--- config.mk ---
export PLATFORM = sky130hd
export DESIGN_NAME = gpu_rsp_arb
export DESIGN_NICKNAME = d
export VERILOG_FILES = /design/src/hdl/gpu_isa_pkg.sv /design/src/hdl/gpu_wctl_pkg.sv /design/src/hdl/gpu_rsp_arb.sv
export VERILOG_INCLUDE_DIRS = /design/src /design/src/include
export SDC_FILE = /design/constraint.sdc
export NUM_CORES = 1
export LEC_CHECK = 0
export ABC_AREA = 1
export BUFFER_PORTS_ARGS = -buffer_cell sky130_fd_sc_hd__buf_2
export CORE_AREA = 2 2 284 286
export CTS_CLUSTER_SIZE = 40
export DETAILED_ROUTE_END_ITERATION = 6
export DIE_AREA = 0 0 286 288
export PLACE_DENSITY = 0.33
export SYNTH_ARGS = -nofsm -noshare
export SYNTH_HDL_FRONTEND = slang
export SYNTH_SLANG_ARGS = --single-unit
--- constraint.sdc ---
create_clock -name clk -period 22.1 [get_ports clk]
set_input_delay 1.105 -clock clk [delete_from_list [all_inputs] [get_ports clk]]
set_output_delay 1.105 -clock clk [all_outputs]
set_load 0.02 [all_outputs]
--- src/include/gpu_config.svh ---
`ifndef GPU_CONFIG_SVH
`define GPU_CONFIG_SVH

// lanes per warp
`define NUM_THREADS 4

// warps per core
`define NUM_WARPS 4

// warp id width
`define NW_BITS 2

// barrier id width
`define NB_BITS 2

// register index width
`define NR_BITS 5

// instruction id width
`define UUID_BITS 8

`endif

--- src/hdl/gpu_isa_pkg.sv ---
`default_nettype none

`include "gpu_config.svh"

package gpu_isa_pkg;

    typedef logic [`UUID_BITS-1:0]   uuid_t;
    typedef logic [`NW_BITS-1:0]     wid_t;
    typedef logic [`NUM_THREADS-1:0] tmask_t;
    typedef logic [`NUM_WARPS-1:0]   wmask_t;
    typedef logic [`NR_BITS-1:0]     rid_t;
    typedef logic [`NB_BITS-1:0]     bar_id_t;
    typedef logic [31:0]             word_t;

    // issuing stage only sends these six
    typedef enum logic [2:0] {
        op_tmc,
        op_pred,
        op_wspawn,
        op_split,
        op_bar,
        op_imadd
    } gpu_op_e;

    typedef struct packed {
        uuid_t                        uuid;
        wid_t                         wid;
        tmask_t                       tmask;
        word_t                        pc;
        word_t                        next_pc;
        gpu_op_e                      op;
        logic [1:0]                   op_mod;
        rid_t                         rd;
        logic                         wb;
        logic [1:0]                   tid;
        word_t [`NUM_THREADS-1:0]     rs1_data;
        word_t [`NUM_THREADS-1:0]     rs2_data;
        word_t [`NUM_THREADS-1:0]     rs3_data;
    } gpu_req_t;

    typedef struct packed {
        uuid_t                        uuid;
        wid_t                         wid;
        tmask_t                       tmask;
        word_t                        pc;
        rid_t                         rd;
        logic                         wb;
        word_t [`NUM_THREADS-1:0]     data;
        logic                         eop;
    } gpu_commit_t;

endpackage

`default_nettype wire

--- src/hdl/gpu_wctl_pkg.sv ---
`default_nettype none

package gpu_wctl_pkg;

    typedef struct packed {
        logic                  valid;
        gpu_isa_pkg::tmask_t   tmask;
    } gpu_tmc_t;

    typedef struct packed {
        logic                  valid;
        gpu_isa_pkg::wmask_t   wmask;
        gpu_isa_pkg::word_t    pc;
    } gpu_wspawn_t;

    typedef struct packed {
        logic                  valid;
        logic                  diverged;
        gpu_isa_pkg::tmask_t   then_tmask;
        gpu_isa_pkg::tmask_t   else_tmask;
        gpu_isa_pkg::word_t    pc;
    } gpu_split_t;

    // size_m1 counts warps, so it is warp-id wide
    typedef struct packed {
        logic                  valid;
        gpu_isa_pkg::bar_id_t  id;
        gpu_isa_pkg::wid_t     size_m1;
    } gpu_barrier_t;

    typedef struct packed {
        gpu_isa_pkg::wid_t     wid;
        gpu_tmc_t              tmc;
        gpu_wspawn_t           wspawn;
        gpu_split_t            split;
        gpu_barrier_t          barrier;
    } warp_ctl_t;

endpackage

`default_nettype wire

--- src/hdl/gpu_rsp_arb.sv ---
`timescale 1ns/1ps
`default_nettype none

module gpu_rsp_arb (
    input  wire                             clk,
    input  wire                             rst_n,

    input  wire                             wctl_valid_in,
    output logic                            wctl_ready_in,
    input  wire gpu_isa_pkg::gpu_commit_t   wctl_rsp,
    input  wire gpu_wctl_pkg::warp_ctl_t    wctl_in,

    input  wire                             imadd_valid_in,
    output logic                            imadd_ready_in,
    input  wire gpu_isa_pkg::gpu_commit_t   imadd_rsp,

    output logic                            commit_valid,
    output gpu_isa_pkg::gpu_commit_t        commit,
    input  wire                             commit_ready,

    output logic                            wctl_valid,
    output gpu_wctl_pkg::warp_ctl_t         wctl
);

    logic wctl_won_last;
    logic is_wctl_r;
    logic load_en;
    logic pick_imadd;
    logic any_valid;

    // output register takes a new entry when empty or draining
    assign load_en   = !commit_valid || commit_ready;
    assign any_valid = wctl_valid_in || imadd_valid_in;

    // round robin, wctl goes first out of reset
    assign pick_imadd = imadd_valid_in && (!wctl_valid_in || wctl_won_last);

    assign wctl_ready_in  = load_en && !pick_imadd;
    assign imadd_ready_in = load_en && pick_imadd;

    always_ff @(posedge clk) begin
        if (!rst_n) begin
            wctl_won_last <= 1'b0;
            commit_valid  <= 1'b0;
            is_wctl_r     <= 1'b0;
        end else if (load_en) begin
            commit_valid <= any_valid;
            is_wctl_r    <= any_valid && !pick_imadd;
            if (any_valid)
                wctl_won_last <= !pick_imadd;
        end
    end

    always_ff @(posedge clk) begin
        if (load_en) begin
            commit <= pick_imadd ? imadd_rsp : wctl_rsp;
            wctl   <= wctl_in;
        end
    end

    // side port fires on the commit handshake of a warp-control entry
    assign wctl_valid = commit_valid && commit_ready && is_wctl_r;

endmodule

`default_nettype wire

* After elaboration in Yosys (flattened, before gate mapping)
Cells that the tools add are included.
** Storage, ports and cells
- Flip-flop bits (word level) :: 275
- Output and inout port bits :: 276
- Word-level logic and storage cells :: 42
** Cells by class
- Mux-type cells :: 1
- Reduce and logical (&&, ||, !) cells :: 13
** Operators by type and width (count)
- $mux W181 :: 1
- $logic_and A1 B1 Y1 :: 6
- $logic_not A1 Y1 :: 3
- $logic_or A1 B1 Y1 :: 3
- $reduce_and A2 Y1 :: 1

* Depth between registers and ports, before layout
- Word-level depth :: 5
- Gate-level depth with buffers :: 7
- Mapped depth without buffers :: 5

* Worst setup path after synthesis
Ideal clock, no wire load.
- Path type :: in2out
- Start :: in commit_ready
- End :: out imadd_ready_in
- Arrival time :: 8023 ps
- Data required time :: 20995 ps
- Slack :: 12972 ps
- Stages on the path :: 4
- Path buffers :: 0
- Path through :: inv_1 nand2_1 inv_1 nor2_1
** Between the ends
- Cells in the longest elaborated chain, start to end :: 2
** RTL lines
- from (decl) :: line gpu_rsp_arb.sv:19 : input wire commit_ready,
- $logic_or A1 B1 Y1 :: line gpu_rsp_arb.sv:32 : assign load_en = !commit_valid || commit_ready;
- via load_en :: line gpu_rsp_arb.sv:27 : logic load_en;
- $logic_and A1 B1 Y1 :: line gpu_rsp_arb.sv:39 : assign imadd_ready_in = load_en && pick_imadd;
- to (decl) :: line gpu_rsp_arb.sv:14 : output logic imadd_ready_in,
The timed path passes the listed nets, and every way through them passes these cells.

* Worst setup path after layout
- Start :: in commit_ready
- End :: reg commit[48] (netlist name), enable pin
** Between the ends
- Cells in the longest elaborated chain, start to end :: 1
** RTL lines
- $logic_or A1 B1 Y1 :: line gpu_rsp_arb.sv:32
- via load_en :: line gpu_rsp_arb.sv:27
- to (signal assigned) :: line gpu_rsp_arb.sv:56 : commit <= pick_imadd ? imadd_rsp : wctl_rsp;
- to (decl) :: line gpu_rsp_arb.sv:18 : output gpu_isa_pkg::gpu_commit_t commit,
The timed path passes the listed nets, and every way through them passes these cells.
A chain may end at the register's enable or synchronous reset.

==> impl_metrics.json <==
{
  "status": "complete, no violations",
  "syn-instance-count": 879,
  "detail_route.iter0.violations": 277,
  "synth.lib_cells_used.distinct": 11,
  "finClkSkew_ns": 0.0172,
  "p_leak_nw": 8.01,
  "post-route-period-util_pct": 16.9,
  "seq_area_um2": 8230,
  "timing_hold_violations_final": 0,
  "tritoncts": "done",
  "commonest_non_fill_non_tap_cells_in_the_layout": "sky130_fd_sc_hd__buf_2, sky130_fd_sc_hd__nand2_1, sky130_fd_sc_hd__edfxtp_1",
  "clkSlewWorstSetupHoldPaths_ns": 0.05,
  "worst_slew_pin_slew_ns": 1.02,
  "rows": 104,
  "drive_gt1_share_pct": 48.2,
  "floorplan.io_pins": 734,
  "ctsLongestPathBuffers": 3,
  "grt_first_pass_wirelength_um": 60000,
  "maximum_capacitance_violations": 0,
  "track_usage_pct": 9.84,
  "synthesis.yosys.warnings": 0,
  "cts_num_sinks": 275,
  "worst-path-max-fanout": 72,
  "dr.max_layer_used": "met4",
  "num-nets-final": 2080,
  "ctsRootBufferMaster": "sky130_fd_sc_hd__clkbuf_16",
  "postCtsResizedCells": 0,
  "post-cts-setup-buffer-count": 0,
  "drcViolationCount": 0,
  "detailroute.via_count": 8923,
  "met2_length_um": 21900,
  "synth.avg_cell_area_um2": 12.1,
  "grt_setup_unrepaired": "false",
  "core_area_um2": 79600,
  "drt_pre_antenna_iters": 4,
  "detail_route.vias_per_cell": 3.29,
  "max-slew-margin-rel_pct": 31.9,
  "aggregate_global_routing_overflow": 0,
  "met3WireLength_um": 4140,
  "final_common_cell": "sky130_fd_sc_hd__buf_2",
  "signal_arrival_time_at_the_worst_endpoint_ns": 3.93,
  "route.detailed.wl_per_inst_um": 15.9,
  "setup_viol": 0,
  "fp.dieArea_um2": 82400,
  "multi_input_area_um2": 2120,
  "grt_start_max_net_pins": 75,
  "ys_ff_latch": 275,
  "timing.critical_path.to_type": "flip-flop",
  "maxClockFrequency_ghz": 0.267,
  "drt-total-wl_um": 43100,
  "worstHoldPathType": "flip-flop to flip-flop",
  "worst_vdd_drop_mv": 0.0430,
  "drtAntennaViolNets": 0,
  "fillers": 8869,
  "synth_area_um2": 10700,
  "timing.critical_path.required_ns": 22.29,
  "port_buffers": 733,
  "count_of_final_max_slew_check_failures": 0,
  "critical_path_class": "input port to flip-flop",
  "area_growth_from_synthesis_to_layout_pct": 55.2,
  "fin_crit_ns": 3.74,
  "number_of_global_route_vias_before_repair": 9281,
  "die_w_um": 286,
  "dp_slack_ns": 17.52,
  "cts.hold.buffers_added": 0,
  "dp.final_hpwl_um": 33600,
  "mappedNetlistNets": 1337,
  "finalSetupTns_ns": 0,
  "setup_ws_ns": 18.36,
  "routedLengthMet1_um": 15900,
  "htreeDepth": 2,
  "yosysSeqAreaShare_pct": 77.1,
  "gpl.final_weighted_congestion": 0.787,
  "fp.dieH_um": 288,
  "worstSetupStartpointType": "input port",
  "clock_insertion_delay_worst_skew_ns": 0.56,
  "initial_core_util_pct": 13.4,
  "p_per_area_nw_per_um2": 85.8,
  "cts_made_buffers": 37,
  "grt_antenna_before_repair": 6
}
report_power, final:
part,total [mW],internal [mW],switching [mW]
registers,0.649,0.635,0.0138
clock network,0.546,0.310,0.237
logic,0.226,0.0762,0.150
worst paths after layout:
| kind | from | to | slack (ns) | cells after the start |
|---|---|---|---|---|
| worst max-delay path | commit_ready | commit[48] | 18.36 | 6 |
| worst min-delay path | is_wctl_r | is_wctl_r | 0.49 | 2 |
| worst min register to register | is_wctl_r | is_wctl_r | 0.49 | 2 |
| worst max register to register | commit_valid | commit[48] | 18.64 | 4 |
metal layers:
layer	up-vias	global-route usage [%]
li1	4402	-
met1	4034	10.5
met2	427	17.6
met3	60	3.72
met4	0	3.61
met5	-	0
sequential cells by signal (all words and copies together), names as in the netlist:
name	flops
commit	181
wctl	91
commit_valid	1
is_wctl_r	1
wctl_won_last	1
worst max-delay path, stage by stage:
cell,delay [ns]
sky130_fd_sc_hd__buf_2,0.08
sky130_fd_sc_hd__inv_1,0.06
sky130_fd_sc_hd__nand2_4,0.34
sky130_fd_sc_hd__buf_4,0.71
sky130_fd_sc_hd__buf_4,0.82
sky130_fd_sc_hd__buf_4,0.70
logic make-up after synthesis:
family,synth area share [%]
AND/OR/NAND/NOR,19.4
flip-flops,77.1
buffers and inverters,3.20
AO/OA/AOI/OAI,0.270
synth_stat cells (all sizes together):
master | number | area share, %
edfxtp | 272 | 77
a21oi | 4 | 0.19
dfxtp | 3 | 0.56
inv | 6 | 0.21
buf | 40 | 3.0
nor2 | 3 | 0.11
nand2 | 550 | 19
o21ai | 1 | 0.082
metrics by stage:
step                instance area, um^2  hold slack, ns  std cells  utilization [%]  total power, mW
finish                            16600           0.490       2713             20.8             1.42
global route                      16600           0.513       2713             20.8             1.50
CTS                               16600           0.500       2709             20.8             1.46
floorplan                         10700           0.444        879                -            0.785
detailed placement                15500           0.491       2643             19.4            0.893
global placement                  15500           0.479       2643             19.4            0.894
cell type report:
cell class,count,share of cell area (%)
multi-input combinational,558,12.8
antenna,4,0.0604
inverter,6,0.166
tap,1060,8.01
sequential,275,49.7
clock inverter,23,0.929
clock buffer,43,5.73
timing repair buffer,744,22.6
Note: power is estimated with default switching activity, not from simulation.
