$ cat config.mk
export PLATFORM = sky130hd
export DESIGN_NAME = gpu_wctl
export DESIGN_NICKNAME = d
export VERILOG_FILES = /design/src/hdl/gpu_isa_pkg.sv /design/src/hdl/gpu_wctl_pkg.sv /design/src/hdl/gpu_wctl.sv
export VERILOG_INCLUDE_DIRS = /design/src /design/src/include
export SDC_FILE = /design/constraint.sdc
export NUM_CORES = 1
export LEC_CHECK = 0
export CORE_AREA = 3 3 220 222
export DETAILED_ROUTE_END_ITERATION = 8
export DIE_AREA = 0 0 223 225
export DONT_BUFFER_PORTS = 1
export GPL_ROUTABILITY_DRIVEN = 0
export PLACE_DENSITY = 0.3
export SETUP_SLACK_MARGIN = 0.05
export SLEW_MARGIN = 0
export SYNTH_ARGS = -nofsm -noshare
export SYNTH_HDL_FRONTEND = slang
export SYNTH_SLANG_ARGS = --single-unit
export TNS_END_PERCENT = 5
$ cat constraint.sdc
create_clock -name vclk -period 3.3
set_input_delay 0 -clock vclk [all_inputs]
set_output_delay 0 -clock vclk [all_outputs]
set_load 0.01 [all_outputs]
$ cat src/include/gpu_config.svh
`ifndef GPU_CONFIG_SVH
`define GPU_CONFIG_SVH

// lanes per warp
`define NUM_THREADS 4

// warps per core
`define NUM_WARPS 4

// warp id width
`define NW_BITS 2

// barrier id width
`define NB_BITS 2

// register index width
`define NR_BITS 5

// instruction id width
`define UUID_BITS 8

`endif

$ cat src/hdl/gpu_isa_pkg.sv
`default_nettype none

`include "gpu_config.svh"

package gpu_isa_pkg;

    typedef logic [`UUID_BITS-1:0]   uuid_t;
    typedef logic [`NW_BITS-1:0]     wid_t;
    typedef logic [`NUM_THREADS-1:0] tmask_t;
    typedef logic [`NUM_WARPS-1:0]   wmask_t;
    typedef logic [`NR_BITS-1:0]     rid_t;
    typedef logic [`NB_BITS-1:0]     bar_id_t;
    typedef logic [31:0]             word_t;

    // issuing stage only sends these six
    typedef enum logic [2:0] {
        op_tmc,
        op_pred,
        op_wspawn,
        op_split,
        op_bar,
        op_imadd
    } gpu_op_e;

    typedef struct packed {
        uuid_t                        uuid;
        wid_t                         wid;
        tmask_t                       tmask;
        word_t                        pc;
        word_t                        next_pc;
        gpu_op_e                      op;
        logic [1:0]                   op_mod;
        rid_t                         rd;
        logic                         wb;
        logic [1:0]                   tid;
        word_t [`NUM_THREADS-1:0]     rs1_data;
        word_t [`NUM_THREADS-1:0]     rs2_data;
        word_t [`NUM_THREADS-1:0]     rs3_data;
    } gpu_req_t;

    typedef struct packed {
        uuid_t                        uuid;
        wid_t                         wid;
        tmask_t                       tmask;
        word_t                        pc;
        rid_t                         rd;
        logic                         wb;
        word_t [`NUM_THREADS-1:0]     data;
        logic                         eop;
    } gpu_commit_t;

endpackage

`default_nettype wire

$ cat src/hdl/gpu_wctl_pkg.sv
`default_nettype none

package gpu_wctl_pkg;

    typedef struct packed {
        logic                  valid;
        gpu_isa_pkg::tmask_t   tmask;
    } gpu_tmc_t;

    typedef struct packed {
        logic                  valid;
        gpu_isa_pkg::wmask_t   wmask;
        gpu_isa_pkg::word_t    pc;
    } gpu_wspawn_t;

    typedef struct packed {
        logic                  valid;
        logic                  diverged;
        gpu_isa_pkg::tmask_t   then_tmask;
        gpu_isa_pkg::tmask_t   else_tmask;
        gpu_isa_pkg::word_t    pc;
    } gpu_split_t;

    // size_m1 counts warps, so it is warp-id wide
    typedef struct packed {
        logic                  valid;
        gpu_isa_pkg::bar_id_t  id;
        gpu_isa_pkg::wid_t     size_m1;
    } gpu_barrier_t;

    typedef struct packed {
        gpu_isa_pkg::wid_t     wid;
        gpu_tmc_t              tmc;
        gpu_wspawn_t           wspawn;
        gpu_split_t            split;
        gpu_barrier_t          barrier;
    } warp_ctl_t;

endpackage

`default_nettype wire

$ cat src/hdl/gpu_wctl.sv
`timescale 1ns/1ps
`default_nettype none

`include "gpu_config.svh"

module gpu_wctl (
    input  wire gpu_isa_pkg::gpu_req_t  req,
    output gpu_wctl_pkg::warp_ctl_t     wctl
);

    logic is_tmc;
    logic is_pred;
    logic is_wspawn;
    logic is_split;
    logic is_bar;

    gpu_isa_pkg::word_t  rs1_sel;
    gpu_isa_pkg::word_t  rs2_sel;
    gpu_isa_pkg::word_t  size_word;
    gpu_isa_pkg::tmask_t taken_tmask;
    gpu_isa_pkg::tmask_t not_taken_tmask;
    gpu_isa_pkg::tmask_t pred_tmask;
    gpu_isa_pkg::wmask_t spawn_wmask;

    assign is_tmc    = (req.op == gpu_isa_pkg::op_tmc);
    assign is_pred   = (req.op == gpu_isa_pkg::op_pred);
    assign is_wspawn = (req.op == gpu_isa_pkg::op_wspawn);
    assign is_split  = (req.op == gpu_isa_pkg::op_split);
    assign is_bar    = (req.op == gpu_isa_pkg::op_bar);

    // scalar operands come from the lane picked by tid
    assign rs1_sel = req.rs1_data[req.tid];
    assign rs2_sel = req.rs2_data[req.tid];

    for (genvar i = 0; i < `NUM_THREADS; i++) begin : g_lane
        assign taken_tmask[i]     = req.tmask[i] & (req.rs1_data[i] != '0);
        assign not_taken_tmask[i] = req.tmask[i] & (req.rs1_data[i] == '0);
    end

    for (genvar i = 0; i < `NUM_WARPS; i++) begin : g_warp
        assign spawn_wmask[i] = (rs1_sel > gpu_isa_pkg::word_t'(i));
    end

    // no lane taken keeps the current mask
    assign pred_tmask = (taken_tmask != '0) ? taken_tmask : req.tmask;
    assign size_word  = rs2_sel - 32'd1;

    assign wctl.wid = req.wid;

    assign wctl.tmc.valid = is_tmc | is_pred;
    assign wctl.tmc.tmask = is_pred ? pred_tmask : rs1_sel[`NUM_THREADS-1:0];

    assign wctl.wspawn.valid = is_wspawn;
    assign wctl.wspawn.wmask = spawn_wmask;
    assign wctl.wspawn.pc    = rs2_sel;

    assign wctl.split.valid      = is_split;
    assign wctl.split.diverged   = (|taken_tmask) & (|not_taken_tmask);
    assign wctl.split.then_tmask = taken_tmask;
    assign wctl.split.else_tmask = not_taken_tmask;
    assign wctl.split.pc         = req.next_pc;

    assign wctl.barrier.valid   = is_bar;
    assign wctl.barrier.id      = rs1_sel[`NB_BITS-1:0];
    assign wctl.barrier.size_m1 = size_word[`NW_BITS-1:0];

endmodule

`default_nettype wire

* After elaboration in Yosys (flattened, before gate mapping)
Cells that the tools add are included.
Operators by class: add/subtract/negate cells 1, $mul 0, div/mod/pow operators 0, order comparisons 5, equal/unequal tests 4, shifts and indexed selects 0, mux-type cells 6, bitwise gates (word level) 10, reductions and logical operators 12
Operators by type and width (number):
- 32-bit binary-select mux with 2-bit select | 2
- 32-bit zero test | 4
- 32-bit nonzero test | 4
- 32-bit by 1-bit greater-than comparator with 1-bit output (second input constant) | 2
- 32-bit by 2-bit greater-than comparator with 1-bit output (second input constant) | 2
- 32-bit 2-to-1 mux | 2
- 1-bit bitwise AND | 9
- 4-bit 2-to-1 mux | 2
- 4-bit OR reduction | 2
- 3-bit by 2-bit equality test with 1-bit output (second input constant) | 2
- 4-bit nonzero test | 1
- 3-bit by 1-bit equality test with 1-bit output (second input constant) | 1
- 3-bit equality test (second input constant) | 1
- 3-bit zero test | 1
- 2-bit by 3-bit less-than comparator with 1-bit output (second input constant) | 1
- 2-bit by 1-bit subtractor with 2-bit output (second input constant) | 1
- 1-bit OR | 1
Storage, ports and cells: bits in registers 0, latch bits 0, bits in writable memories 0, bits in read-only memories 0, input bits 475, output and inout bits 91, memories kept 0

* Logic depth before layout (Yosys ltp)
depth in word-level cells 5, gate-level depth with buffers 5, depth with buffers taken out 5

* Worst setup path after synthesis
OpenSTA, ideal clock, no wires.
path type input to output, from input port req[257] (netlist bit), to output port wctl[45] (netlist bit), data arrival time 1.453 ns, required time 3.300 ns, path slack 1.847 ns, stages on the path 5, buffers on the path 0, cell sequence or4_4 nor2_1 or4b_4 a31oi_1 o32a_1
RTL lines:
- from (decl) | line gpu_wctl.sv:7 | input wire gpu_isa_pkg::gpu_req_t req,
- to (decl) | line gpu_wctl.sv:8 | output gpu_wctl_pkg::warp_ctl_t wctl

==> run_results.csv <==
group,metric,value,unit
cells_and_area,diodes,0,
cells_and_area,most-common-layout-cells,"mux4_2, nor4_1, inv_1, nand2_1, nor2_1",
die,initial_utilization,0.0379,
die,pin_count,566,
yosys,synth_area_leaders,"mux4_2, buf_4, nor4_1",
detailed_routing,routed_wl,13100,um
power,internal_power,0.0939,mW
detailed_routing,via_per_inst,2.28,
placed_design,place_hpwl,12300,um
timing,grt_setup_unrepaired,"false",
detailed_routing,via_count,1708,
worst_setup_path,crit_required,3300,ps
worst_setup_path,crit_fanout,4,
cells_and_area,stdcell_area,2260,um^2
power,seqPwrFrac,0,
worst_setup_path,arrival,2320,ps
worst_setup_path,path_class,"in -> out",
die,core_area,46600,um^2
yosys,ys_seq_area_frac,0,
power,p_leak,0.447,nW
die,rows,79,
timing,tns,0,ps
detailed_routing,route.detailed.drc,0,
yosys,synth.top_cell.area_share,0.459,
worst_setup_path,critPathCaptureType,"primary output",
yosys,synth_top_cell_by_area,"mux4_2",
yosys,syn_nets,655,
min_path,min_path_type,"in -> out",
timing,finalMaxSlewViolations,0,
min_path,whs_path_depth,0,
yosys,syn_avg_cell_area,9.81,um^2
yosys,synthCells,180,
power,combPwrFrac,1.000,
timing,worst_slew_pin_slew,867,ps
timing,fin_crit_sh,0.702,
cells_and_area,final_common_cell,"mux4_2",
worst_setup_path,start_kind,"primary input",
timing,fin_crit,2320,ps
timing,max_freq,0.432,GHz
global_route,track_usage,0.0448,
timing,setup-violations-final,0,
timing,slew_headroom,0.417,
die,dieArea,50200,um^2
worst_setup_path,critPathSlowestCell,"nor4_1",
power,p_sw,0.0955,mW
global_route,grt_max_degree,38,
status,outcome,"completed",
cells_and_area,area_growth,27.9,%
cells_and_area,clock_buffers,0,
global_route,antenna_found_initial,0,
power,max-vdd-ir-drop,0.0000491,V
worst_setup_path,path_cells,"nor4_1, buf_4, nand4_1, o21ai_0, a311oi_1, o31ai_1",
placed_design,io_buffer_count,0,
run,maxCapViolCount,0,
power,power_density,83.9,nW/um^2
cells_and_area,seq_cell_count,0,
yosys,ys_types,31,
detailed_routing,route.detailed.wl_per_inst,17.5,um
global_route,grt_pass1_wl,15400,um
yosys,synth_area,1770,um^2
cells_and_area,nFillCells,5472,
die,die_x,223,um
cells_and_area,ff_latch_area,0,um^2
timing,hold_viol,0,
yosys,ys_warn_count,0,
cells_and_area,layout-drive-gt1-share,0.333,
detailed_routing,first_iter_violations,73,
detailed_routing,first_pass_iters,4,
worst_setup_path,cpPeakStageDelay,640,ps
placed_design,dpl-instance-area,2260,um^2
detailed_routing,final_antenna_net_count,0,
power,p_clk_frac,0,
clocking,cts_hold_buf,0,
die,die_h,225,um
cells_and_area,final_util,0.0485,
cells_and_area,layout.nets,618,
global_route,grt_pass1_vias,1782,
clocking,cts_setup_buffers,0,
global_route,gr-total-overflow,0,
clocking,cts_resized,0,
power,p_sw_frac,0.504,
==> power by group through the flow <==
stage	Sequential (mW)	Combinational (mW)	Clock (mW)
floorplan	0	0.210	0
global placement	0	0.194	0
detailed placement	0	0.191	0
CTS	0	0.193	0
global route	0	0.202	0
finish	0	0.189	0
==> kinds of logic after synthesis <==
kind of cell              Yosys count  share of synthesized area
AOI/OAI and AO/OA                  17                     0.0893
xor gates and xnor gates            1                    0.00496
and+or+nand+nor                    70                      0.234
muxes                              37                      0.474
buffers and inverters              55                      0.198
==> critical path, delay by kind of cell <==
family                 cells  cell delay (ps)
AND/OR/NAND/NOR            2              880
AO/OA/AOI/OAI              3             1200
buffers and inverters      1              230
==> Yosys cell counts (all sizes together), types with 2 or more instances <==
master / count
a311oi: 3
a31oi: 2
buf: 42
clkbuf: 3
inv: 10
mux4: 37
nand2: 8
nand3: 5
nand4: 7
nor2: 8
nor3: 3
nor3b: 2
nor4: 30
o21ai: 3
o31ai: 4
or4: 3
==> layout make-up <==
| type | count | area [um^2] | area share |
|---|---|---|---|
| well taps | 607 | 759 | 0.336 |
| multi-input cells | 125 | 1420 | 0.627 |
| repair buffers | 6 | 45.0 | 0.0199 |
| inverters | 10 | 37.5 | 0.0166 |
==> per-layer routing <==
| layer | global-route usage | vias to the layer above | routed length, um |
|---|---|---|---|
| met2 | 0.0595 | 201 | 5320 |
| met5 | 0.0142 | - | 106 |
| met4 | 0.00144 | 2 | 52 |
| met1 | 0.0619 | 849 | 5250 |
| met3 | 0.0290 | 6 | 2370 |
| li1 | - | 650 | - |
==> through the flow <==
stage	std cells	hold WS, ps	setup slack (ps)	power, mW
after floorplan	180	50.0	1850	0.210
after global placement	748	0.0686	890	0.194
after CTS	748	0.0686	874	0.193
after global routing	748	0.0150	696	0.202
after detailed placement	748	0.0686	894	0.191
final	748	0.00326	984	0.189
==> final timing paths <==
path / from / to / slack [ps]
min: req[407] / wctl[15] / 0.003
max: req[353] / wctl[86] / 980
No activity file was read; power rests on OpenSTA's default activity.
